## config.mk

```make
export PLATFORM = sky130hd
export DESIGN_NAME = cache_controller
export DESIGN_NICKNAME = d
export VERILOG_FILES = /design/src/hdl/cache_pkg.sv /design/src/hdl/mem_pkg.sv /design/src/hdl/cache_controller.sv
export VERILOG_INCLUDE_DIRS = /design/src /design/src/hdl
export SDC_FILE = /design/constraint.sdc
export NUM_CORES = 1
export LEC_CHECK = 0
export ABC_AREA = 0
export BUFFER_PORTS_ARGS = -buffer_cell sky130_fd_sc_hd__buf_2
export CAP_MARGIN = 15
export CORE_AREA = 3 3 69 97
export CTS_CLUSTER_DIAMETER = 150
export DETAILED_ROUTE_END_ITERATION = 8
export DIE_AREA = 0 0 72 100
export HOLD_SLACK_MARGIN = 0.06
export MAX_ROUTING_LAYER = met4
export PLACE_DENSITY = 0.85
export SYNTH_ARGS = -nofsm -noshare
export SYNTH_HDL_FRONTEND = slang
export SYNTH_SLANG_ARGS = --single-unit
```

## constraint.sdc

```tcl
create_clock -name clk -period 2.7 [get_ports clk]
set_clock_uncertainty 0.2 [all_clocks]
set_input_delay 0.54 -clock clk [delete_from_list [all_inputs] [get_ports clk]]
set_output_delay 0.54 -clock clk [all_outputs]
set_load 0.02 [all_outputs]
```

## src/hdl/cache_params.svh

```systemverilog
// Cache subsystem parameters
// Address split, line geometry, memory latency and fill FIFO depth
// for the 2 KB two-way cache and its backing memory
`ifndef CACHE_PARAMS_SVH
`define CACHE_PARAMS_SVH

//////////////////////////////
// Address fields
//////////////////////////////
`define CACHE_ADDR_W     16 // Byte address from the CPU
`define CACHE_TAG_W      6  // addr[15:10]
`define CACHE_SET_W      6  // addr[9:4]
`define CACHE_WORD_W     3  // addr[3:1], word within the line

// Line geometry
`define CACHE_DATA_W     16
`define CACHE_LINE_WORDS 8
`define CACHE_SETS       64

//////////////////////////////
// Memory side
//////////////////////////////
`define MEM_ADDR_W       15 // Word address, 32K words
`define MEM_LATENCY      4  // Cycles from line read command to first word
`define FILL_FIFO_DEPTH  4

`endif

```

## src/hdl/cache_pkg.sv

```systemverilog
// Cache side types
// Tag entries, CPU request and response, and controller states
`default_nettype none

package cache_pkg;

  `include "cache_params.svh"

  // One way of one set in the tag array
  typedef struct packed {
    logic [`CACHE_TAG_W-1:0] tag;
    logic                    valid;
  } tag_entry_t;

  // CPU request, registered by the controller on req_valid
  typedef struct packed {
    logic                     write;  // High for a store
    logic [`CACHE_ADDR_W-1:0] addr;   // Byte address, bit 0 ignored
    logic [`CACHE_DATA_W-1:0] wdata;
  } cpu_req_t;

  // Response to the CPU
  typedef struct packed {
    logic [`CACHE_DATA_W-1:0] rdata;
    logic                     hit;    // Line was already present on arrival
  } cpu_resp_t;

  // Controller FSM states
  typedef enum logic [2:0] {
    IDLE,
    LOOKUP,     // Tags compared against the registered request
    MEM_REQ,    // Line read command sent to memory
    FILL,       // Fill words drained from the FIFO into the data array
    RESPOND,    // Read data returned
    WRITE_THRU  // Store sent to memory, cache updated on a hit
  } ctrl_state_e;

endpackage

`default_nettype wire

```

## src/hdl/mem_pkg.sv

```systemverilog
// Memory side types
// Memory command, memory opcode and the fill word carried to the cache
`default_nettype none

package mem_pkg;

  `include "cache_params.svh"

  typedef enum logic {
    MEM_READ_LINE,  // Stream a whole line into the fill FIFO
    MEM_WRITE_WORD  // Single word store, done in one cycle
  } mem_op_e;

  // Command from the controller to the memory
  typedef struct packed {
    mem_op_e                op;
    logic [`MEM_ADDR_W-1:0] addr;   // Word address, line aligned for reads
    logic [`CACHE_DATA_W-1:0] wdata;
  } mem_cmd_t;

  // One word of a line burst, tagged with its slot in the line
  typedef struct packed {
    logic [`CACHE_WORD_W-1:0] idx;
    logic [`CACHE_DATA_W-1:0] data;
  } fill_word_t;

endpackage

`default_nettype wire

```

## src/hdl/cache_controller.sv

```systemverilog
// Cache controller
// FSM that runs lookups, line fills from the fill FIFO and
// write-through stores, and answers the CPU with strobes
`timescale 1ns/1ps
`default_nettype none
`include "cache_params.svh"

module cache_controller
  import cache_pkg::*, mem_pkg::*;
(
  input  logic                     clk,
  input  logic                     rst,
  input  logic                     req_valid,
  input  cpu_req_t                 req,
  input  logic                     hit,
  input  logic                     hit_way,
  input  logic [`CACHE_DATA_W-1:0] rdata,
  input  logic                     victim_way,
  input  logic                     fifo_empty,
  input  fill_word_t               fifo_data,
  output logic                     busy,
  output logic                     resp_valid,
  output cpu_resp_t                resp,
  output logic                     wr_done,
  output logic [`CACHE_ADDR_W-1:0] lookup_addr,
  output logic                     touch,
  output logic                     wr_we,
  output logic [`CACHE_DATA_W-1:0] wr_data,
  output logic                     fill_we,
  output logic                     fill_way,
  output fill_word_t               fill_word,
  output logic                     tag_we,
  output logic [`CACHE_TAG_W-1:0]  tag_in,
  output logic                     fifo_pop,
  output logic                     mem_cmd_valid,
  output mem_cmd_t                 mem_cmd
);

  ctrl_state_e              state, state_nxt;
  cpu_req_t                 req_q;
  logic                     hit_q;       // Hit flag seen in LOOKUP, reported to the CPU
  logic                     fill_way_q;  // Victim chosen for the current fill
  logic [`CACHE_WORD_W-1:0] fill_cnt;
  logic                     accept;
  logic                     last_word;

  // RESPOND and WRITE_THRU are the closing cycles and already take a new request
  assign busy      = (state == LOOKUP) || (state == MEM_REQ) || (state == FILL);
  assign accept    = req_valid && !busy;
  assign last_word = fifo_pop && (fill_cnt == '1);

  //////////////////////////////
  // State sequencing
  //////////////////////////////
  always_comb begin
    state_nxt = state;
    case (state)
      IDLE, RESPOND, WRITE_THRU: state_nxt = accept ? LOOKUP : IDLE;
      LOOKUP: begin
        if (req_q.write) state_nxt = WRITE_THRU; // Memory takes every store
        else if (hit)    state_nxt = RESPOND;
        else             state_nxt = MEM_REQ;
      end
      MEM_REQ: state_nxt = FILL;
      FILL:    if (last_word) state_nxt = RESPOND;
      default: state_nxt = IDLE;
    endcase
  end

  always_ff @(posedge clk) begin
    if (rst) begin
      state    <= IDLE;
      fill_cnt <= '0;
    end else begin
      state <= state_nxt;
      if (state == MEM_REQ) fill_cnt <= '0;
      else if (fifo_pop)    fill_cnt <= fill_cnt + 1'b1; // Words arrive in line order
    end
  end

  always_ff @(posedge clk) begin
    if (accept)            req_q      <= req;
    if (state == LOOKUP)   hit_q      <= hit;
    if (state == MEM_REQ)  fill_way_q <= victim_way; // Held steady for the whole burst
  end

  //////////////////////////////
  // Core and FIFO controls
  //////////////////////////////
  assign lookup_addr = req_q.addr;
  assign touch       = (state == LOOKUP) && hit;
  assign wr_we       = (state == WRITE_THRU) && hit_q;
  assign wr_data     = req_q.wdata;
  assign fifo_pop    = (state == FILL) && !fifo_empty;
  assign fill_we     = fifo_pop;
  assign fill_way    = fill_way_q;
  assign fill_word   = fifo_data;
  assign tag_we      = last_word;  // Tag goes valid together with the last word
  assign tag_in      = req_q.addr[`CACHE_ADDR_W-1 -: `CACHE_TAG_W];

  // Read data comes straight from the core in RESPOND
  assign resp_valid = (state == RESPOND);
  assign wr_done    = (state == WRITE_THRU);
  assign resp       = '{rdata: rdata, hit: hit_q};

  // Line reads are aligned to word 0 of the line
  assign mem_cmd_valid = (state == MEM_REQ) || (state == WRITE_THRU);
  always_comb begin
    mem_cmd.wdata = req_q.wdata;
    if (state == WRITE_THRU) begin
      mem_cmd.op   = MEM_WRITE_WORD;
      mem_cmd.addr = req_q.addr[`CACHE_ADDR_W-1:1];
    end else begin
      mem_cmd.op   = MEM_READ_LINE;
      mem_cmd.addr = {req_q.addr[`CACHE_ADDR_W-1:`CACHE_WORD_W+1], `CACHE_WORD_W'(0)};
    end
  end

  // The CPU side has no handshake, so a request while busy would be lost
  assert property (@(posedge clk) disable iff (rst) req_valid |-> !busy)
    else $error("cache_controller: request while busy");

  // Fill words only show up while a line fill drains them
  assert property (@(posedge clk) disable iff (rst) !fifo_empty |-> (state == FILL))
    else $error("cache_controller: fill word outside a line fill");

  // After a fill the requested line sits in the way picked as victim
  assert property (@(posedge clk) disable iff (rst)
                   (state == RESPOND && !hit_q) |-> (hit && hit_way == fill_way_q))
    else $error("cache_controller: filled line not found in way %0d", fill_way_q);

endmodule

`default_nettype wire

```

==> results of run 1 <==
-- sequential cells by signal (all words and copies together) (netlist names) --
signal / count
lookup_addr: 16
state: 3
fill_way: 1
fill_cnt: 3
req_q: 1
hit_q: 1
wr_data: 16
-- power breakdown --
group          internal (mW)  switching (mW)  leakage, nW
Clock                  0.174           0.191       0.0387
Combinational         0.0864           0.176        0.616
Sequential             0.743          0.0236        0.383
-- worst max path at each step --
stage / startpoint / endpoint / slack, ns / cells past startpoint
floorplan: state[1] / lookup_addr[0] / 0.65 / 4
global placement: req_valid / req_q[32] / 0.50 / 3
detailed placement: state[1] / req_q[32] / 0.43 / 4
CTS: state[1] / mem_cmd_valid / 0.39 / 3
global route: state[1] / lookup_addr[14] / 0.28 / 4
finish: state[1] / mem_cmd_valid / 0.41 / 3
-- cells by family (layout without fill, tap and decap cells) --
| kind of cell | count (synthesis) | in the layout | share of synthesized area, % |
|---|---|---|---|
| simple gates | 26 | 26 | 7.11 |
| buf+inv | 109 | 130 | 36.4 |
| other cells | 0 | 1 | 0 |
| compound gates | 4 | 4 | 1.30 |
| fa+ha+maj | 2 | 2 | 1.13 |
| mux | 2 | 2 | 0.902 |
| xor+xnor | 1 | 1 | 0.395 |
| flops | 41 | 41 | 52.8 |
-- cells in the final DEF, fill, tap and decap left out, drive strengths merged --
cell	n
inv	3
nor3	2
and3b	1
ha	2
a21oi	2
and4bb	1
or2	3
xnor2	1
clkbuf	6
mux2i	2
clkinv	1
nor2	6
buf	120
nor3b	3
edfxtp	35
a221oi	1
and2	7
dfxtp	6
diode	1
nand2b	3
a41o	1
-- per-stage QoR --
step                utilization [%]  instances  worst slack (ns)  area [um^2]
global placement               35.8        269             0.500         2110
floorplan                         -        185             0.653         2220
global route                   37.1        277             0.283         2190
detailed placement             35.8        269             0.435         2110
CTS                            37.1        276             0.392         2190
finish                         37.1        277             0.409         2190
-- cell type report --
cell class                      count  area share [%]
Clock inverter                      1           0.171
Tap cell                           70            4.00
Multi-Input combinational cell     35            11.0
Sequential cell                    41            53.4
Timing Repair Buffer              120            27.5
Antenna cell                        1           0.114
Inverter                            3           0.514
Clock buffer                        6            3.31
-- layer usage --
metal / track usage [%] / wire, um / vias to the layer above / part of all wire (%)
met1: 10.5 / 1270 / 533 / 30
li1: - / - / 544 / -
met2: 19.9 / 2340 / 51 / 55
met3: 4.71 / 430 / 25 / 10
met5: - / 0 / - / 0
met4: 8.39 / 235 / 0 / 5.5
==> results.yml, run 1 <==
global_routing:
  first_global_vias: 1126
  grt_pass1_wl_mm: 6.01
  grt_max_degree: 19
  grt_use_total_pct: 11.8
  gr-total-overflow: 0
  antenna_found_initial: 1
cells_and_area:
  final_net_count: 283
  multi_input_area_um2: 240
  synthToLayoutAreaGrowth_pct: -1.18
  drive_gt1_share_pct: 62.1
  fillCellCount: 607
  seqCellArea_um2: 1170
detailed_routing:
  routedWlPerCell_um: 15.4
  first_pass_iters: 4
  vias_per_cell: 4.16
  ant_nets: 0
  drtIter0Drc: 27
  vias: 1153
  drcViolationCount: 0
  routed_wl_mm: 4.28
sta:
  fmax_ghz: 0.437
  final_hold_viol_count: 0
  rsz0062_at_grt: "no"
  tns_ns: 0
  final_max_slew_viol_count: 0
  fin_crit_ns: 2.29
  worstMarginPinSlew_ns: 0.871
  finalSetupViolations: 0
  finalCritPeriodShare_pct: 84.8
  worst_slew_margin_rel_pct: 41.9
  hold_slack_ns: 0.228
synthesis:
  yosysMostFrequentCell: "buf_4"
  synth_top_area_share_pct: 47.4
  synthesis.nets: 262
  synth_cell_types: 19
  yosysTopAreaCell: "edfxtp_1"
  synthFlopType: "edfxtp_1"
  ys_seq_area_share_pct: 52.8
  syn_avg_cell_area_um2: 12.0
  synth-edff-count: 35
  synth_commonest_cells: "buf_4 (106), edfxtp_1 (35), and2_1 (7), dfxtp_1 (6), nor2_1 (6)"
  synthCells: 185
  yosys-top-cells-area: "edfxtp_1 (47%), buf_4 (36%), dfxtp_1 (5.4%)"
  synth_seq_cells: 41
  async_flop_share_pct: 0
  syn_area_um2: 2220
  yosysWarnings: 0
clock_network:
  cts_buffer_depth: 2
  cts_resized: 0
  htree_levels: 2
  cts_root_buffer: "clkbuf_8"
  path_clk_slew_ns: 0.08
  hold_buffers: 0
  worstSkewPairLatency_ns: 0.28
  postCtsSetupBuffers: 0
  cts_tree: "done"
  cts_inserted_buffers: 5
  cts.sinks: 41
worst_setup_path:
  cp.required_ns: 1.96
  slowest_delay_ns: 0.50
  r2r_start: "state[1]"
  critPathTopFamily: "simple AND/OR/NAND/NOR gates"
  end_kind: "output port"
  crit_path_start_kind: "register"
  cp_max_fo: 11
  critical_path.cell_chain: "and3b_1 > or2_2 > buf_2"
  r2r_slack_ns: 0.45
  critPathBufInv: 1
  criticalPathCategory: "register to output port"
  rr_worst_depth: 4
  reg2reg_to: "lookup_addr[14]"
  cpMaxStageDelayCell: "dfxtp_1"
  cp.arrival_ns: 1.55
floorplan:
  die_area_um2: 7200
  die_w_um: 72
  die_h_um: 100
  rows: 33
  start_util_pct: 37.6
  pin_count: 191
  core_area_um2: 5900
place:
  gp_congestion: 0.796
  portBuffers: 119
  dp_hpwl_mm: 3.53
power_and_ir_drop:
  p_leak_nw: 1.04
  ir_worst_vdd_mv: 0.324
  p_per_area_nw_per_um2: 636
  power_mw: 1.39
min_path:
  hp-class: "input pin to register"
  hold_depth: 1
  hold_path_end: "wr_data[11]"
  hp-start: "req[11]"
outcome:
  status: "finished clean"
job:
  cap_violations: 0
Note: power is estimated with default switching activity, not from simulation.
==> inputs of run 2 (changes only) <==
==> constraint.sdc (replaced) <==
create_clock -name clk -period 2.25 [get_ports clk]
set_clock_uncertainty 0.2 [all_clocks]
set_input_delay 0.45 -clock clk [delete_from_list [all_inputs] [get_ports clk]]
set_output_delay 0.45 -clock clk [all_outputs]
set_load 0.02 [all_outputs]
==> run 2 against run 1 <==
Die area unchanged. Combinational power up 21%. Non-clock buffer count up 1. Clock power up 32%. Global-route usage up 0.13 points. Critical path depth unchanged. Sequential power up 20%. Setup slack worse by 0.26 ns. Cell count up 0.72%. Core utilization up 0.38 points. Via count up 1.9%. Largest power group unchanged.
==> results.yml, run 2 (synthesized netlist as in run 1, its figures left out) <==
clock_network:
  worstSkewPairLatency_ns: 0.28
  cts_inserted_buffers: 5
  cts.sinks: 41
  cts_root_buffer: "clkbuf_8"
  cts_buffer_depth: 2
  path_clk_slew_ns: 0.08
  htree_levels: 2
  cts_tree: "done"
  hold_buffers: 0
floorplan:
  core_area_um2: 5900
  die_area_um2: 7200
  pin_count: 191
  die_h_um: 100
  start_util_pct: 37.6
  rows: 33
  die_w_um: 72
global_routing:
  gr-total-overflow: 0
  grt_use_total_pct: 11.9
  first_global_vias: 1151
  antenna_found_initial: 1
  grt_max_degree: 18
  grt_pass1_wl_mm: 6.05
detailed_routing:
  routedWlPerCell_um: 15.2
  ant_nets: 0
  drcViolationCount: 0
  routed_wl_mm: 4.25
  vias: 1175
  first_pass_iters: 4
  vias_per_cell: 4.21
  drtIter0Drc: 57
sta:
  finalCritPeriodShare_pct: 93.3
  worstMarginPinSlew_ns: 0.321
  fmax_ghz: 0.477
  tns_ns: 0
  finalSetupViolations: 0
  hold_slack_ns: 0.135
  final_max_slew_viol_count: 0
  fin_crit_ns: 2.10
  rsz0062_at_grt: "no"
  worst_slew_margin_rel_pct: 78.6
  final_hold_viol_count: 0
outcome:
  status: "finished clean"
worst_setup_path:
  cp.arrival_ns: 1.45
  criticalPathCategory: "register to output port"
  crit_path_start_kind: "register"
  cp.required_ns: 1.60
  cp_max_fo: 11
  end_kind: "output port"
power_and_ir_drop:
  ir_worst_vdd_mv: 0.492
  power_mw: 1.72
  p_leak_nw: 1.05
  p_per_area_nw_per_um2: 775
place:
  portBuffers: 119
  post_dp_cell_area_um2: 2120
  gp_congestion: 0.766
  dp_hpwl_mm: 3.53
cells_and_area:
  synthToLayoutAreaGrowth_pct: -0.169
  drive_gt1_share_pct: 63.0
  layout_common_cells: "buf_2 (119), edfxtp_1 (35), and2_1 (7), nor2_1 (6), clkbuf_8 (6)"
  multi_input_area_um2: 240
  final_net_count: 284
  fillCellCount: 604
  layout_commonest_cell: "buf_2"
  seqCellArea_um2: 1170
  fin_area_um2: 2210
min_path:
  hp-class: "input pin to register"
job:
  cap_violations: 0
-- run 2: repair_timing --
| item | in CTS | in global routing |
|---|---|---|
| gates resized for setup | 0 | 1 |
| setup buffers | 0 | 0 |
| endpoints found under the setup margin | 0 | 1 |
-- run 2: through the flow --
step / setup WS (ns) / instances / utilization [%]
after floorplan: 0.203 / 185 / -
after detailed placement: 0.333 / 270 / 35.9
after global placement: 0.346 / 270 / 35.9
after CTS: 0.0331 / 278 / 37.4
final: 0.151 / 279 / 37.5
after global routing: 0.0686 / 279 / 37.5
-- run 2: worst max-delay path, cell delays in order, from the launching register on --
cell and delay [ns]:
dfxtp_2 0.42, and3b_1 0.28, or2_2 0.31, buf_2 0.16
-- run 2: cell type report --
| cell class | instances | area share, % |
|---|---|---|
| multi-input combinational | 35 | 10.8 |
| inverter | 3 | 0.508 |
| clock buffer | 8 | 4.07 |
| timing repair buffer | 121 | 27.6 |
| antenna | 1 | 0.113 |
| tap | 70 | 3.95 |
| sequential | 41 | 52.9 |
-- run 2: per-layer routing --
metal	share of wire (%)	GRT usage, %	up-vias
met2	54	20.5	51
met5	0	-	-
met3	10	5.21	24
met4	5.6	8.39	0
met1	30	9.98	552
li1	-	-	548
-- run 2: worst paths after layout --
path | end | from | cells past startpoint | slack (ns)
setup / recovery | mem_cmd_valid | state[1] | 3 | 0.15
hold / removal | wr_data[14] | req[14] | 1 | 0.14
setup reg to reg | lookup_addr[0] | state[0] | 4 | 0.64
hold reg to reg | fill_cnt[2] | fill_cnt[2] | 2 | 0.31
-- run 2: where the power goes --
part | total (mW) | internal (mW) | switching, mW
Combinational | 0.317 | 0.106 | 0.211
Clock | 0.481 | 0.250 | 0.230
Sequential | 0.920 | 0.891 | 0.0286
Total | 1.72 | 1.25 | 0.470
==> inputs of run 3 (changes only) <==
--- a/config.mk
+++ b/config.mk
@@ -9,10 +9,10 @@
 export ABC_AREA = 0
 export BUFFER_PORTS_ARGS = -buffer_cell sky130_fd_sc_hd__buf_2
 export CAP_MARGIN = 15
-export CORE_AREA = 3 3 69 97
+export CORE_AREA = 3 3 67 100
 export CTS_CLUSTER_DIAMETER = 150
 export DETAILED_ROUTE_END_ITERATION = 8
-export DIE_AREA = 0 0 72 100
+export DIE_AREA = 0 0 70 103
 export HOLD_SLACK_MARGIN = 0.06
 export MAX_ROUTING_LAYER = met4
 export PLACE_DENSITY = 0.85
==> run 3 against run 2 <==
Fmax is 0.19% lower. Flip-flop and latch count unchanged. Sequential share of layout area is 0.24 points higher. Core utilization barely moved. Wire length grew 6.9%. First-iteration DRC count decreased by 65%. Hold slack lost 0.0017 ns. Critical endpoint unchanged.
==> results.yml, run 3 (synthesized netlist as in run 1, its figures left out) <==
detailed_routing:
  vias: 1176
  routedWlPerCell_um: 16.2
  ant_nets: 0
  drcViolationCount: 0
  routed_wl_mm: 4.54
  vias_per_cell: 4.20
  drtIter0Drc: 20
  first_pass_iters: 3
worst_setup_path:
  slowest_delay_ns: 0.42
  r2r_slack_ns: 0.60
  critPathBufInv: 1
  crit_path_start_kind: "register"
  r2r_start: "state[0]"
  cp.required_ns: 1.60
  cp_max_fo: 11
  reg2reg_to: "wr_data[2]"
  end_kind: "output port"
  critPathTopFamily: "simple AND/OR/NAND/NOR gates"
  critical_path.cell_chain: "and3b_1 > or2_2 > buf_2"
  rr_worst_depth: 4
  cpMaxStageDelayCell: "dfxtp_2"
  criticalPathCategory: "register to output port"
  cp.arrival_ns: 1.45
cells_and_area:
  drive_gt1_share_pct: 62.5
  final_cell_count_no_fill: 280
  fillCellCount: 608
  layout_common_cells: "buf_2 (119), edfxtp_1 (35), and2_1 (7), nor2_1 (6)"
  fin_util_pct: 37.6
  fin_area_um2: 2200
  n_antenna_cell: 0
  layout_commonest_cell: "buf_2"
  final_net_count: 284
  synthToLayoutAreaGrowth_pct: -0.621
floorplan:
  start_util_pct: 37.8
  pin_count: 191
  die_w_um: 70
  die_area_um2: 7210
  die_h_um: 103
  rows: 34
  core_area_um2: 5870
global_routing:
  grt_use_total_pct: 12.1
  first_global_vias: 1193
  antenna_found_initial: 0
  grt_max_degree: 18
  grt_pass1_wl_mm: 6.28
  gr-total-overflow: 0
sta:
  tns_ns: 0
  rsz0062_at_grt: "no"
  final_hold_viol_count: 0
  fin_crit_ns: 2.10
  finalSetupViolations: 0
  fin_ws_ns: 0.147
  final_max_slew_viol_count: 0
  hold_slack_ns: 0.134
  fmax_ghz: 0.476
  worstMarginPinSlew_ns: 0.311
  worst_slew_margin_rel_pct: 79.2
  finalCritPeriodShare_pct: 93.5
power_and_ir_drop:
  ir_worst_vdd_mv: 0.303
  p_leak_nw: 1.04
  power_mw: 1.70
  p_per_area_nw_per_um2: 769
min_path:
  hold_path_end: "lookup_addr[14]"
  hold_depth: 1
  hp-start: "req[30]"
  hp-class: "input pin to register"
place:
  portBuffers: 119
  post_dp_cell_area_um2: 2120
  dp_slack_ns: 0.345
  dp_hpwl_mm: 3.73
  gp_congestion: 0.784
  dp_cells: 272
clock_network:
  cts_tree: "done"
  path_clk_slew_ns: 0.08
  cts_inserted_buffers: 5
  cts.sinks: 41
  htree_levels: 2
  cts_root_buffer: "clkbuf_8"
  worstSkewPairLatency_ns: 0.28
  cts_buffer_depth: 2
job:
  cap_violations: 0
outcome:
  status: "finished clean"
[run 3: cell types whose count changed in the layout (fill, tap and decap cells not counted)]
cell | before | now
clkbuf_1 | 2 | 3
clkbuf_8 | 6 | 5
diode_2 | 1 | 0
[run 3: worst register-to-register path: stages (launching register included)]
cell and delay, ns:
dfxtp_1 0.47, nor2_1 0.08, or2_1 0.24, and2_1 0.18, buf_4 0.22
[run 3: cell type report]
type                       instances  area [um^2]  area share [%]
timing repair buffer             121          611            27.7
sequential                        41         1170            53.2
multi-input combinational         35          240            10.9
clock buffer                       8         80.1            3.63
inverter                           3         11.3           0.511
tap                               72         90.1            4.09
[run 3: power by group]
group / switching (mW) / internal [mW]
logic: 0.213 / 0.106
clock network: 0.236 / 0.221
registers: 0.0301 / 0.891
total: 0.478 / 1.22
[run 3: layer usage]
metal  share of wire, %  track usage (%)  up-vias
met5                  0                -        -
met4                5.0             7.23        0
met3                 12             6.05       28
met2                 54             20.3       66
met1                 30             11.0      537
li1                   -                -      545
[run 3: repair_timing]
action / 4_1_cts / 5_1_grt
gates resized for setup: 0 / 1
endpoints found under the setup margin: 0 / 1
buffers inserted: 0 / 0
hold buffers: 0 / 0
[run 3: worst max path at each step]
stage	cells after the start	from	slack, ns	to
finish	3	state[1]	0.15	mem_cmd_valid
global route	3	state[0]	0.05	mem_cmd[16]
CTS	3	state[1]	0.03	mem_cmd_valid
detailed placement	4	fifo_empty	0.35	tag_we
global placement	4	fifo_empty	0.36	tag_we
floorplan	4	state[1]	0.20	lookup_addr[0]
