<file path="src/hdl/cache_params.svh">
// Cache subsystem parameters
// Address split, line geometry, memory latency and fill FIFO depth
// for the 2 KB two-way cache and its backing memory
`ifndef CACHE_PARAMS_SVH
`define CACHE_PARAMS_SVH

//////////////////////////////
// Address fields
//////////////////////////////
`define CACHE_ADDR_W     16 // Byte address from the CPU
`define CACHE_TAG_W      6  // addr[15:10]
`define CACHE_SET_W      6  // addr[9:4]
`define CACHE_WORD_W     3  // addr[3:1], word within the line

// Line geometry
`define CACHE_DATA_W     16
`define CACHE_LINE_WORDS 8
`define CACHE_SETS       64

//////////////////////////////
// Memory side
//////////////////////////////
`define MEM_ADDR_W       15 // Word address, 32K words
`define MEM_LATENCY      4  // Cycles from line read command to first word
`define FILL_FIFO_DEPTH  4

`endif

</file>
<file path="src/hdl/mem_pkg.sv">
// Memory side types
// Memory command, memory opcode and the fill word carried to the cache
`default_nettype none

package mem_pkg;

  `include "cache_params.svh"

  typedef enum logic {
    MEM_READ_LINE,  // Stream a whole line into the fill FIFO
    MEM_WRITE_WORD  // Single word store, done in one cycle
  } mem_op_e;

  // Command from the controller to the memory
  typedef struct packed {
    mem_op_e                op;
    logic [`MEM_ADDR_W-1:0] addr;   // Word address, line aligned for reads
    logic [`CACHE_DATA_W-1:0] wdata;
  } mem_cmd_t;

  // One word of a line burst, tagged with its slot in the line
  typedef struct packed {
    logic [`CACHE_WORD_W-1:0] idx;
    logic [`CACHE_DATA_W-1:0] data;
  } fill_word_t;

endpackage

`default_nettype wire

</file>
<file path="src/hdl/fill_fifo.sv">
// Fill FIFO
// Circular buffer of fill words between the memory burst and the
// cache core, with show-ahead output and a full flag for back-pressure
`timescale 1ns/1ps
`default_nettype none
`include "cache_params.svh"

module fill_fifo
  import mem_pkg::*;
(
  input  logic       clk,
  input  logic       rst,
  input  logic       push,
  input  fill_word_t push_data,
  input  logic       pop,
  output fill_word_t pop_data,
  output logic       empty,
  output logic       full
);

  localparam int AW = $clog2(`FILL_FIFO_DEPTH);

  fill_word_t  slots [`FILL_FIFO_DEPTH];
  logic [AW:0] wr_ptr, rd_ptr; // Extra bit tells full from empty

  assign empty    = (wr_ptr == rd_ptr);
  assign full     = (wr_ptr[AW] != rd_ptr[AW]) && (wr_ptr[AW-1:0] == rd_ptr[AW-1:0]);
  assign pop_data = slots[rd_ptr[AW-1:0]]; // Head word visible before the pop

  always_ff @(posedge clk) begin
    if (rst) begin
      wr_ptr <= '0;
      rd_ptr <= '0;
    end else begin
      if (push && !full) wr_ptr <= wr_ptr + 1'b1;
      if (pop && !empty) rd_ptr <= rd_ptr + 1'b1;
    end
  end

  always_ff @(posedge clk) begin
    if (push && !full) slots[wr_ptr[AW-1:0]] <= push_data;
  end

  // The memory must stall on full, otherwise a fill word disappears
  assert property (@(posedge clk) disable iff (rst) push |-> !full)
    else $error("fill_fifo: push while full");

endmodule

`default_nettype wire

</file>
<file path="config.mk">
export PLATFORM = sky130hd
export DESIGN_NAME = fill_fifo
export DESIGN_NICKNAME = d
export VERILOG_FILES = /design/src/hdl/mem_pkg.sv /design/src/hdl/fill_fifo.sv
export VERILOG_INCLUDE_DIRS = /design/src /design/src/hdl
export SDC_FILE = /design/constraint.sdc
export NUM_CORES = 1
export LEC_CHECK = 0
export BUFFER_PORTS_ARGS = -buffer_cell sky130_fd_sc_hd__buf_4
export CORE_UTILIZATION = 30
export DETAILED_ROUTE_END_ITERATION = 16
export REMOVE_ABC_BUFFERS = 1
export SLEW_MARGIN = 5
export SYNTH_ARGS = -nofsm -noshare
export SYNTH_HDL_FRONTEND = slang
export SYNTH_SLANG_ARGS = --single-unit
</file>
<file path="constraint.sdc">
create_clock -name clk -period 2.71 [get_ports clk]
set_input_delay 0.271 -clock clk [delete_from_list [all_inputs] [get_ports clk]]
set_output_delay 0.271 -clock clk [all_outputs]
set_load 0.01 [all_outputs]
</file>
==> results of run 1 <==
cells in the final DEF (no fill, tap or decap), types with 2 or more instances in the layout:
cell type / Yosys / final
edfxtp_1: 76 / 76
buf_4: 1 / 50
mux4_2: 19 / 19
clkbuf_8: 1 / 9
dfxtp_1: 8 / 8
nand2_1: 5 / 5
o211ai_1: 5 / 5
ha_1: 5 / 5
inv_1: 4 / 4
nor3b_1: 4 / 4
o21ai_0: 4 / 4
xnor2_1: 3 / 3
xor2_1: 3 / 3
a31oi_1: 4 / 3
and2_1: 3 / 3
nand3_1: 3 / 3
inv_8: 0 / 3
nor2_1: 2 / 2
a21oi_1: 2 / 2
nand4_1: 2 / 2
a41oi_1: 2 / 2
clkinvlp_4: 0 / 2
layer usage:
layer  part of all wire (%)  up-vias  GRT usage (%)
li1                       -      796              -
met1                     46      874           15.5
met2                     48       45           17.8
met3                    4.9        6           3.65
met4                    1.2        0           4.70
met5                      0        -              0
cell type report:
class                   instances  area share [%]
flip-flops and latches         84            61.0
multi-input cells              72            20.2
repair buffers                 50            9.37
well taps                     140            4.37
clock buffers                   9            3.09
clock inverters                 7            1.66
inverters                       4           0.375
cells by family (layout without fill, tap and decap cells):
logic type                 count (synthesis)  count (layout)
AOI/OAI and AO/OA                         19              19
xor gates and xnor gates                   6               6
adders and majority gates                  5               5
buffers and inverters                     11              70
DFF                                       84              84
muxes                                     19              19
and+or+nand+nor                           23              23
stage by stage:
step / worst slack, ps / cell area [um^2]
2_1_floorplan: 521 / 3260
3_3_place_gp: 532 / 3820
3_5_place_dp: 495 / 3820
4_1_cts: 469 / 4010
5_1_grt: 299 / 4010
6_report: 520 / 4010
how the worst max path moves through the flow:
stage	slack (ps)	startpoint	to
floorplan	520	wr_ptr[1]	slots[3][0]
global placement	530	rd_ptr[1]	slots[1][4]
detailed placement	500	rd_ptr[1]	slots[2][4]
CTS	470	rd_ptr[1]	slots[2][16]
global route	300	rd_ptr[1]	slots[2][14]
finish	520	rd_ptr[1]	slots[2][14]
sequential cells by signal, summed over array words and instances (netlist names), named ones only:
signal	flops
slots	76
wr_ptr	3
rd_ptr	3
power by group through the flow:
stage | Clock [mW] | Combinational (mW) | Sequential (mW)
2_1_floorplan | 0 | 0.648 | 1.82
6_report | 0.848 | 1.23 | 1.74
3_5_place_dp | 0 | 1.27 | 1.77
5_1_grt | 0.939 | 1.37 | 1.76
3_3_place_gp | 0 | 1.27 | 1.76
4_1_cts | 0.881 | 1.27 | 1.74
==> Flow_metrics.wiki, run 1 <==
{| class="wikitable"
! Metric !! Value
|-
| Sum Neg Setup Slack || 0 ps
|-
| End-of-flow core utilization || 37.1%
|-
| Buffer levels on the longest clock path || 2
|-
| Worst skew pair latency || 360 ps
|-
| Critical Path Start Type || flop
|-
| Max-slew violation count || 0
|-
| Effective utilization at floorplan || 30.7%
|-
| Count of buffer and inverter cells on the critical path || 0
|-
| Placement Rows || 38
|-
| Fin Hold WS || 114 ps
|-
| Synth Cell Area || 0.00331 mm^2
|-
| Share of final-layout standard cells stronger than drive strength 1 || 38.5%
|-
| Synth Instances || 167
|-
| Compound-Gate Fraction of Synth Area || 3.89%
|-
| Most instantiated library cell after synthesis || edfxtp_1
|-
| Clk_skew || 15.5 ps
|-
| Hold path cells || 1
|-
| Fraction of synthesis flops using an asynchronous set or reset pin || 0%
|-
| P_sw || 1.20 mW
|-
| Source of the worst hold timing path || push_data[4]
|-
| Cts bufs inserted || 9
|-
| Die Y-Extent || 107 um
|-
| Top post-synthesis cells by count || edfxtp_1 (76), mux4_2 (19), dfxtp_1 (8)
|-
| Number of enable flip-flop cells after synthesis || 76
|-
| Total power draw || 3.82 mW
|-
| Finished Layout Cells || 366
|-
| XOR/XNOR share of the synthesized area || 1.59%
|-
| Final clock period utilization by the worst path || 80.8%
|-
| Data arrival time at the worst-slack endpoint || 2160 ps
|-
| Hold Crit Endpoint || slots[3][4]
|-
| Post-route DRC || 0
|-
| Pwr per Cell Area || 953 mW/mm^2
|-
| Period minus WS final || 2190 ps
|-
| Share of synthesized area occupied by flip-flops and latches || 73.7%
|-
| Family with the most delay on the worst path || simple AND/OR/NAND/NOR gates
|-
| Die X-Extent || 107 um
|-
| Internal power contribution || 2.62 mW
|-
| Largest area contributor in the synthesized netlist || edfxtp_1
|-
| Top-area cell type share of the netlist area || 68.9%
|-
| Cell types occupying the most area after synthesis || edfxtp_1 (69%), mux4_2 (13%), dfxtp_1 (4.8%)
|-
| Launching point of the worst reg2reg path || rd_ptr[1]
|-
| Slew at the pin closest to its max-slew limit || 1020 ps
|-
| Antenna violations before repair || 0
|-
| Switching portion of total power || 31.5%
|-
| Number of placed I/O pins || 44
|-
| Final estimated routing congestion in global placement || 0.767
|-
| Fmax || 457 MHz
|-
| Mean number of vias per cell || 4.70
|-
| RSZ-0062 raised after global routing || no
|-
| Register-to-register setup slack || 520 ps
|-
| Leakage dissipation || 1.34 nW
|-
| Maximum number of pins on one net before global-route repair || 20
|-
| CTS tree || done
|-
| Detailed-router iteration count before antenna repair || 4
|-
| Fill cells || 1,010
|-
| Stages on the worst setup path || 3
|-
| Final hold violations || 0
|-
| Hold buffer count at CTS || 0
|-
| Register bit total from synthesis || 84
|-
| Wire length of the first global-routing pass || 9790 um
|-
| Sum of net half-perimeters after detailed placement || 3920 um
|-
| Slew Limit Headroom || 32.2%
|-
| Residual antenna-violating net count after detailed routing || 0
|-
| Class of the tightest hold or removal check || primary input to flop
|-
| Share of synthesized cell area in full adder, half adder and majority cells || 1.89%
|-
| Fin nets || 249
|-
| Run status || finished, final reports clean
|-
| Number of clock sinks || 84
|-
| Worst Setup Path Type || flop to flop
|-
| Portion of total power attributed to combinational logic || 32.3%
|-
| N_diodes || 0
|-
| Mean instance size in the synthesized netlist || 19.8 um^2
|-
| Crit path max fanout || 19
|-
| Fraction of power consumed by sequential logic || 45.5%
|-
| Cell at the slowest stage of the critical path || and2_1
|-
| Total congestion overflow after global routing || 0
|-
| Register Area || 0.00244 mm^2
|-
| Detailed-route wire length || 5890 um
|-
| H-tree levels || 3
|-
| Area grow syn2layout || 20.9%
|-
| Maximum cell stage delay along the critical path || 840 ps
|-
| DR WL/cell || 16.1 um
|-
| Count of cells along the worst register-to-register path || 3
|-
| Endpoint class of the critical path || flop
|-
| Unique masters post-synth || 30
|-
| Reported max-cap violation count || 0
|-
| IO Port Bufs || 43
|-
| Iteration-0 DRC count of the detailed router || 63
|-
| Area of the die || 0.0115 mm^2
|-
| Resized Gates After CTS || 0
|-
| Synth Warn # || 0
|-
| Post-Place Cells || 350
|-
| Critical path, cell by cell || xnor2_1, a31oi_1, and2_1
|-
| Number of buffers inserted by post-CTS setup repair || 0
|-
| Dominant register cell in the synthesized netlist || edfxtp_1
|-
| CORE AREA || 0.0108 mm^2
|-
| Clock root buffer || clkbuf_8
|-
| Final-report setup violation count || 0
|-
| Main combinational cell family by area after synthesis || multiplexers
|-
| Simple-gate portion of the synthesized area || 3.93%
|-
| Via count of the first global-routing pass || 1,864
|-
| Clock-pin slew reported for the worst setup and hold paths after clock tree synthesis || 100 ps
|-
| Max rail drop VDD || 0.000350 V
|-
| Critical register-to-register path endpoint || slots[2][14]
|-
| Vias post-DR || 1,721
|-
| Area of the multi-input gates || 808 um^2
|-
| Clk pwr share || 22.2%
|-
| Multiplexer fraction of the synthesized cell area || 12.9%
|-
| Total global-route track usage || 11.7%
|-
| Required arrival time at the worst endpoint || 2680 ps
|}
No activity file was read; power rests on OpenSTA's default activity.
==> run 2, diff against run 1 <==
- clock period: 2.71 -> 1.8 ns (I/O delays scaled with it)
==> run 2 against run 1 <==
Net effect: die area did not move; sequential share of layout area fell by 3.2 points; cell area rose by 5.9%; flip-flop and latch count did not move; critical endpoint is now pop_data[6]; sequential power rose by 52%; non-clock buffer count rose by 9; critical path depth did not move; combinational power rose by 81%; highest routed layer unchanged; core utilization rose by 2.2 points; first-iteration DRC count rose by 83%; worst hold slack got worse by 81 ps; via count fell by 0.41%.
==> Flow_metrics.wiki, run 2 (synthesized netlist as in run 1, its figures left out) <==
{| class="wikitable"
! Metric !! Value
|-
| Run status || finished, final reports clean (unchanged)
|-
| IO Port Bufs || 43 (unchanged)
|-
| Most common library cell in the layout ignoring fill and taps || edfxtp_1 (unchanged)
|-
| Max-slew violation count || 0 (unchanged)
|-
| Data arrival time at the worst-slack endpoint || 1580 ps (was 2160 ps)
|-
| CORE AREA || 0.0108 mm^2 (unchanged)
|-
| Period minus WS final || 1760 ps
|-
| CTS tree || done (unchanged)
|-
| Die X-Extent || 107 um (unchanged)
|-
| Pwr per Cell Area || 1500 mW/mm^2 (was 953 mW/mm^2)
|-
| Source of the worst hold timing path || push_data[12] (was push_data[4])
|-
| Class of the tightest hold or removal check || primary input to flop (unchanged)
|-
| Hold Crit Endpoint || slots[0][12] (was slots[3][4])
|-
| Reported max-cap violation count || 0 (unchanged)
|-
| Fmax || 567 MHz
|-
| Hold path cells || 1 (unchanged)
|-
| Required arrival time at the worst endpoint || 1620 ps (was 2680 ps)
|-
| Mean number of vias per cell || 4.57 (was 4.70)
|-
| Final clock period utilization by the worst path || 97.9%
|-
| Number of clock sinks || 84 (unchanged)
|-
| Placement Rows || 38 (unchanged)
|-
| Area of the die || 0.0115 mm^2 (unchanged)
|-
| Register Area || 0.00245 mm^2 (was 0.00244 mm^2)
|-
| Fin Hold WS || 32.4 ps (was 114 ps)
|-
| RSZ-0062 raised after global routing || yes (was no)
|-
| Worst Setup Path Type || flop to primary output (was flop to flop)
|-
| Residual antenna-violating net count after detailed routing || 0 (unchanged)
|-
| Clk_skew || 13.8 ps (was 15.5 ps)
|-
| Critical Path Start Type || flop (unchanged)
|-
| Vias post-DR || 1,714 (was 1,721)
|-
| Register-to-register setup slack || 280 ps (was 520 ps)
|-
| Maximum cell stage delay along the critical path || 530 ps (was 840 ps)
|-
| Final estimated routing congestion in global placement || 0.790 (was 0.767)
|-
| Endpoint class of the critical path || primary output (was flop)
|-
| Cts bufs inserted || 9 (unchanged)
|-
| Maximum number of pins on one net before global-route repair || 20 (unchanged)
|-
| Via count of the first global-routing pass || 1,835 (was 1,864)
|-
| Final hold violations || 0 (unchanged)
|-
| Count of cells along the worst register-to-register path || 4 (was 3)
|-
| Clock-pin slew reported for the worst setup and hold paths after clock tree synthesis || 90 ps (was 100 ps)
|-
| Area of the multi-input gates || 808 um^2 (unchanged)
|-
| Total power draw || 6.35 mW (was 3.82 mW)
|-
| Area grow syn2layout || 28.0% (was 20.9%)
|-
| Share of final-layout standard cells stronger than drive strength 1 || 42.1% (was 38.5%)
|-
| Sum of net half-perimeters after detailed placement || 4080 um (was 3920 um)
|-
| Fill cells || 974 (was 1,010)
|-
| Post-route DRC || 0 (unchanged)
|-
| Leakage dissipation || 1.44 nW (was 1.34 nW)
|-
| Summed area of non-filler cells in the final layout || 0.00424 mm^2 (was 0.00401 mm^2)
|-
| Critical path, cell by cell || buf_8, mux4_2, buf_6 (was xnor2_1, a31oi_1, and2_1)
|-
| Count of buffer and inverter cells on the critical path || 2 (was 0)
|-
| Detailed-route wire length || 6050 um (was 5890 um)
|-
| Sum Neg Setup Slack || 0 ps (unchanged)
|-
| Buffer levels on the longest clock path || 2 (unchanged)
|-
| Wire length of the first global-routing pass || 9850 um (was 9790 um)
|-
| Launching point of the worst reg2reg path || wr_ptr[2] (was rd_ptr[1])
|-
| H-tree levels || 3 (unchanged)
|-
| N_diodes || 0 (unchanged)
|-
| Cell at the slowest stage of the critical path || mux4_2 (was and2_1)
|-
| Worst skew pair latency || 340 ps (was 360 ps)
|-
| Total global-route track usage || 11.7% (about the same)
|-
| Clock root buffer || clkbuf_8 (unchanged)
|-
| Antenna violations before repair || 0 (unchanged)
|-
| Die Y-Extent || 107 um (unchanged)
|-
| Max rail drop VDD || 0.000637 V (was 0.000350 V)
|-
| Commonest cells after routing, fill and taps aside || edfxtp_1 (76), buf_4 (40), mux4_2 (19) (was edfxtp_1 (76), buf_4 (50), mux4_2 (19))
|-
| Number of buffers inserted by post-CTS setup repair || 0 (unchanged)
|-
| Critical register-to-register path endpoint || slots[1][15] (was slots[2][14])
|-
| Slew at the pin closest to its max-slew limit || 554 ps (was 1020 ps)
|-
| Effective utilization at floorplan || 30.7% (unchanged)
|-
| Slew Limit Headroom || 62.8% (was 32.2%)
|-
| DR WL/cell || 16.1 um (about the same)
|-
| Fin nets || 258 (was 249)
|-
| Iteration-0 DRC count of the detailed router || 115 (was 63)
|-
| Detailed-router iteration count before antenna repair || 4 (unchanged)
|-
| Family with the most delay on the worst path || multiplexers (was simple AND/OR/NAND/NOR gates)
|-
| Area post-placement || 0.00393 mm^2 (was 0.00382 mm^2)
|-
| Total congestion overflow after global routing || 0 (unchanged)
|-
| Hold buffer count at CTS || 0 (unchanged)
|-
| Number of placed I/O pins || 44 (unchanged)
|-
| Final-report setup violation count || 0 (unchanged)
|-
| Max reg flops || 76 (unchanged)
|-
| Crit path max fanout || 6 (was 19)
|}
run 2: report_power, final:
part / leakage (nW) / internal [mW] / switching (mW)
clock network: 0.109 / 0.799 / 0.673
logic: 0.567 / 1.23 / 1.00
registers: 0.765 / 2.49 / 0.155
run 2: area by class of cell:
class	instances	share of cell area, %
sequential	84	57.8
timing repair buffer	59	13.4
clock buffer	10	3.01
multi-input combinational	72	19.1
inverter	4	0.354
tap	140	4.13
clock inverter	6	2.27
run 2: through the flow:
| step | worst slack (ps) | utilization [%] | std cells |
|---|---|---|---|
| 3_3_place_gp | 277 | 36.4 | 358 |
| 2_1_floorplan | -389 | - | 160 |
| 6_report | 37.4 | 39.3 | 375 |
| 4_1_cts | 0.952 | 38.9 | 375 |
| 3_5_place_dp | 266 | 36.4 | 358 |
| 5_1_grt | -41.1 | 39.3 | 375 |
run 2: worst max-delay path by stage:
stage | startpoint | to | cells after the start
4_1_cts | flop | pop_data[6] | 3
5_1_grt | flop | pop_data[6] | 3
6_report | flop | pop_data[6] | 3
2_1_floorplan | wr_ptr[1] | slots[3][0] | 2
3_3_place_gp | wr_ptr[1] | slots[1][3] | 4
3_5_place_dp | wr_ptr[1] | slots[1][5] | 4
run 2: per-layer routing:
layer	vias up	wire (um)	GRT usage (%)	share of wire, %
met5	-	0	0	0
li1	807	-	-	-
met1	861	2800	14.9	46
met3	7	232	4.32	3.8
met2	39	2960	18.6	49
met4	0	57	3.62	0.94
run 2: repair_timing:
item | 4_1_cts | 5_1_grt
gates cloned | 1 | 0
endpoints found under the setup margin | 9 | 15
gates resized for setup | 8 | 13
pin swaps | 0 | 0
run 2: worst reg2reg max path, stage by stage (launching register included):
cell and delay [ps]:
dfxtp_1 370, xor2_1 190, a31oi_1 240, and2_1 180, buf_4 230
==> run 3, diff against run 2 <==
==> constraint.sdc (replaced) <==
create_clock -name clk -period 1.8 [get_ports clk]
set_input_delay 0.54 -clock clk [delete_from_list [all_inputs] [get_ports clk]]
set_output_delay 0.54 -clock clk [all_outputs]
set_load 0.01 [all_outputs]
==> run 3 against run 2 <==
Net effect: the run now ends with negative setup slack left; clock skew is 1.4 ps higher; maximum frequency is 17% lower; critical path depth stayed put; sequential share of layout area is 1.8 points lower; via count is 3.8% higher; count of clock-buffer cells in the layout is 1 lower; largest cell class unchanged.
==> Flow_metrics.wiki, run 3 (synthesized netlist as in run 1, its figures left out) <==
{| class="wikitable"
! Metric !! Value
|-
| Period minus WS final || 2130 ps (was 1760 ps)
|-
| Worst Setup Path Type || flop to primary output (unchanged)
|-
| Hold path cells || 1 (unchanged)
|-
| Vias post-DR || 1,779 (was 1,714)
|-
| Placement Setup Slack || -4.79 ps (was 266 ps)
|-
| Mean number of vias per cell || 4.63 (was 4.57)
|-
| CORE AREA || 0.0108 mm^2 (unchanged)
|-
| Count of cells along the worst register-to-register path || 5 (was 4)
|-
| Antenna violations before repair || 0 (unchanged)
|-
| Wire length of the first global-routing pass || 10,100 um (was 9850 um)
|-
| Count of buffer and inverter cells on the critical path || 2 (unchanged)
|-
| Clock-pin slew reported for the worst setup and hold paths after clock tree synthesis || 90 ps (about the same)
|-
| Stages on the worst setup path || 3 (unchanged)
|-
| Buffer levels on the longest clock path || 2 (unchanged)
|-
| Cts bufs inserted || 9 (unchanged)
|-
| Critical Path Start Type || flop (unchanged)
|-
| Critical path, cell by cell || buf_8, mux4_2, buf_6 (unchanged)
|-
| Violated checks || negative setup slack
|-
| Worst skew pair latency || 350 ps (was 340 ps)
|-
| Final-report setup violation count || 20 (was 0)
|-
| Final estimated routing congestion in global placement || 0.730 (was 0.790)
|-
| IO Port Bufs || 43 (unchanged)
|-
| Register Area || 0.00246 mm^2 (was 0.00245 mm^2)
|-
| Data arrival time at the worst-slack endpoint || 1590 ps (was 1580 ps)
|-
| Sum of net half-perimeters after detailed placement || 3960 um (was 4080 um)
|-
| Required arrival time at the worst endpoint || 1260 ps (was 1620 ps)
|-
| Commonest cells after routing, fill and taps aside || edfxtp_1 (76), buf_4 (42), mux4_2 (19), buf_6 (19), clkbuf_8 (9) (was edfxtp_1 (76), buf_4 (40), mux4_2 (19))
|-
| Source of the worst hold timing path || push_data[16] (was push_data[12])
|-
| Fill cells || 969 (was 974)
|-
| Final clock period utilization by the worst path || 119% (was 97.9%)
|-
| Area of the multi-input gates || 847 um^2 (was 808 um^2)
|-
| Launching point of the worst reg2reg path || wr_ptr[1] (was wr_ptr[2])
|-
| Final hold violations || 0 (unchanged)
|-
| Max reg flops || 76 (unchanged)
|-
| Critical register-to-register path endpoint || slots[1][14] (was slots[1][15])
|-
| Via count of the first global-routing pass || 1,887 (was 1,835)
|-
| Family with the most delay on the worst path || multiplexers (unchanged)
|-
| Hold Crit Endpoint || slots[2][16] (was slots[0][12])
|-
| Iteration-0 DRC count of the detailed router || 77 (was 115)
|-
| Effective utilization at floorplan || 30.7% (unchanged)
|-
| N_diodes || 0 (unchanged)
|-
| Total global-route track usage || 12.1% (was 11.7%)
|-
| Fmax || 468 MHz (was 567 MHz)
|-
| Residual antenna-violating net count after detailed routing || 0 (unchanged)
|-
| Area of the die || 0.0115 mm^2 (unchanged)
|-
| Maximum number of pins on one net before global-route repair || 20 (unchanged)
|-
| Total congestion overflow after global routing || 0 (unchanged)
|-
| Clk_skew || 15.2 ps (was 13.8 ps)
|-
| Post-route DRC || 0 (unchanged)
|-
| Crit path max fanout || 6 (unchanged)
|-
| Area grow syn2layout || 32.4% (was 28.0%)
|-
| Number of clock sinks || 84 (unchanged)
|-
| Fin Hold WS || 385 ps (was 32.4 ps)
|-
| Leakage dissipation || 1.50 nW (was 1.44 nW)
|-
| Register-to-register setup slack || 210 ps (was 280 ps)
|-
| Placement Rows || 38 (unchanged)
|-
| Cell at the slowest stage of the critical path || mux4_2 (unchanged)
|-
| Fin nets || 267 (was 258)
|-
| Detailed-route wire length || 6260 um (was 6050 um)
|-
| End-of-flow core utilization || 40.7% (was 39.3%)
|-
| Slew at the pin closest to its max-slew limit || 389 ps (was 554 ps)
|-
| Max rail drop VDD || 0.000698 V (was 0.000637 V)
|-
| Slew Limit Headroom || 74.0% (was 62.8%)
|-
| Most common library cell in the layout ignoring fill and taps || edfxtp_1 (unchanged)
|-
| Setup ws final || -335 ps (was 37.4 ps)
|-
| H-tree levels || 3 (unchanged)
|-
| Die Y-Extent || 107 um (unchanged)
|-
| Maximum cell stage delay along the critical path || 530 ps (about the same)
|-
| Reported max-cap violation count || 0 (unchanged)
|-
| Run status || finished, violations left (was finished, final reports clean)
|-
| Max-slew violation count || 0 (unchanged)
|-
| Die X-Extent || 107 um (unchanged)
|-
| CTS tree || done (unchanged)
|-
| DR WL/cell || 16.3 um (was 16.1 um)
|-
| Number of placed I/O pins || 44 (unchanged)
|-
| Pwr per Cell Area || 1530 mW/mm^2 (was 1500 mW/mm^2)
|-
| Detailed-router iteration count before antenna repair || 4 (unchanged)
|-
| RSZ-0062 raised after global routing || yes (unchanged)
|-
| Hold buffer count at CTS || 0 (unchanged)
|-
| Clock root buffer || clkbuf_8 (unchanged)
|-
| Share of final-layout standard cells stronger than drive strength 1 || 47.1% (was 42.1%)
|-
| Endpoint class of the critical path || primary output (unchanged)
|-
| Class of the tightest hold or removal check || primary input to flop (unchanged)
|}
## run 3: changes by cell type in the layout (fill, tap and decap cells not counted), moves of 2 or more
cell / delta
dfxtp_1: -2
buf_6: +6
xnor2_1: -2
dfxtp_4: +2
buf_4: +2
## run 3: worst max-delay path by stage
stage	start	to	slack, ps
global placement	flop	pop_data[6]	-3
detailed placement	flop	pop_data[6]	-5
finish	flop	pop_data[6]	-330
global route	flop	pop_data[6]	-390
CTS	flop	pop_data[6]	-360
floorplan	wr_ptr[1]	slots[3][0]	-390
## run 3: power breakdown
group,switching (mW),total [mW],internal (mW)
Sequential,0.146,2.64,2.50
Combinational,1.14,2.62,1.48
Clock,0.671,1.46,0.788
## run 3: metal layers
metal	up-vias	GRT usage [%]	wire (um)
met5	-	0	0
met2	51	18.8	2930
met4	0	4.50	160
li1	831	-	-
met3	18	4.32	352
met1	879	15.4	2820
## run 3: per-stage QoR
stage	total power, mW	TNS, ps	std cells	cell area, um^2
after global placement	4.73	-3.10	360	3950
after CTS	6.67	-6310	381	4350
after detailed placement	4.76	-4.79	360	3950
final	6.72	-5790	384	4390
after global routing	7.07	-6970	384	4390
after floorplan	3.71	-14080	160	3260
## run 3: what timing repair did
action | CTS | global route
gates resized for setup | 33 | 4
buffers inserted | 4 | 3
pin swaps | 2 | 5
endpoints found under the setup margin | 21 | 21
gates cloned | 1 | 0
## run 3: worst reg2reg max path, stage by stage, from the launching register on
cell,delay (ps)
dfxtp_2,350
xnor2_2,150
buf_4,150
a31oi_1,230
and2_1,240
buf_12,180
## run 3: final cells by class
| type | instances | share of cell area (%) |
|---|---|---|
| repair buffers | 68 | 15.3 |
| flip-flops and latches | 84 | 56.0 |
| multi-input cells | 72 | 19.3 |
| well taps | 140 | 3.99 |
| clock buffers | 9 | 2.82 |
| clock inverters | 7 | 2.22 |
| inverters | 4 | 0.342 |
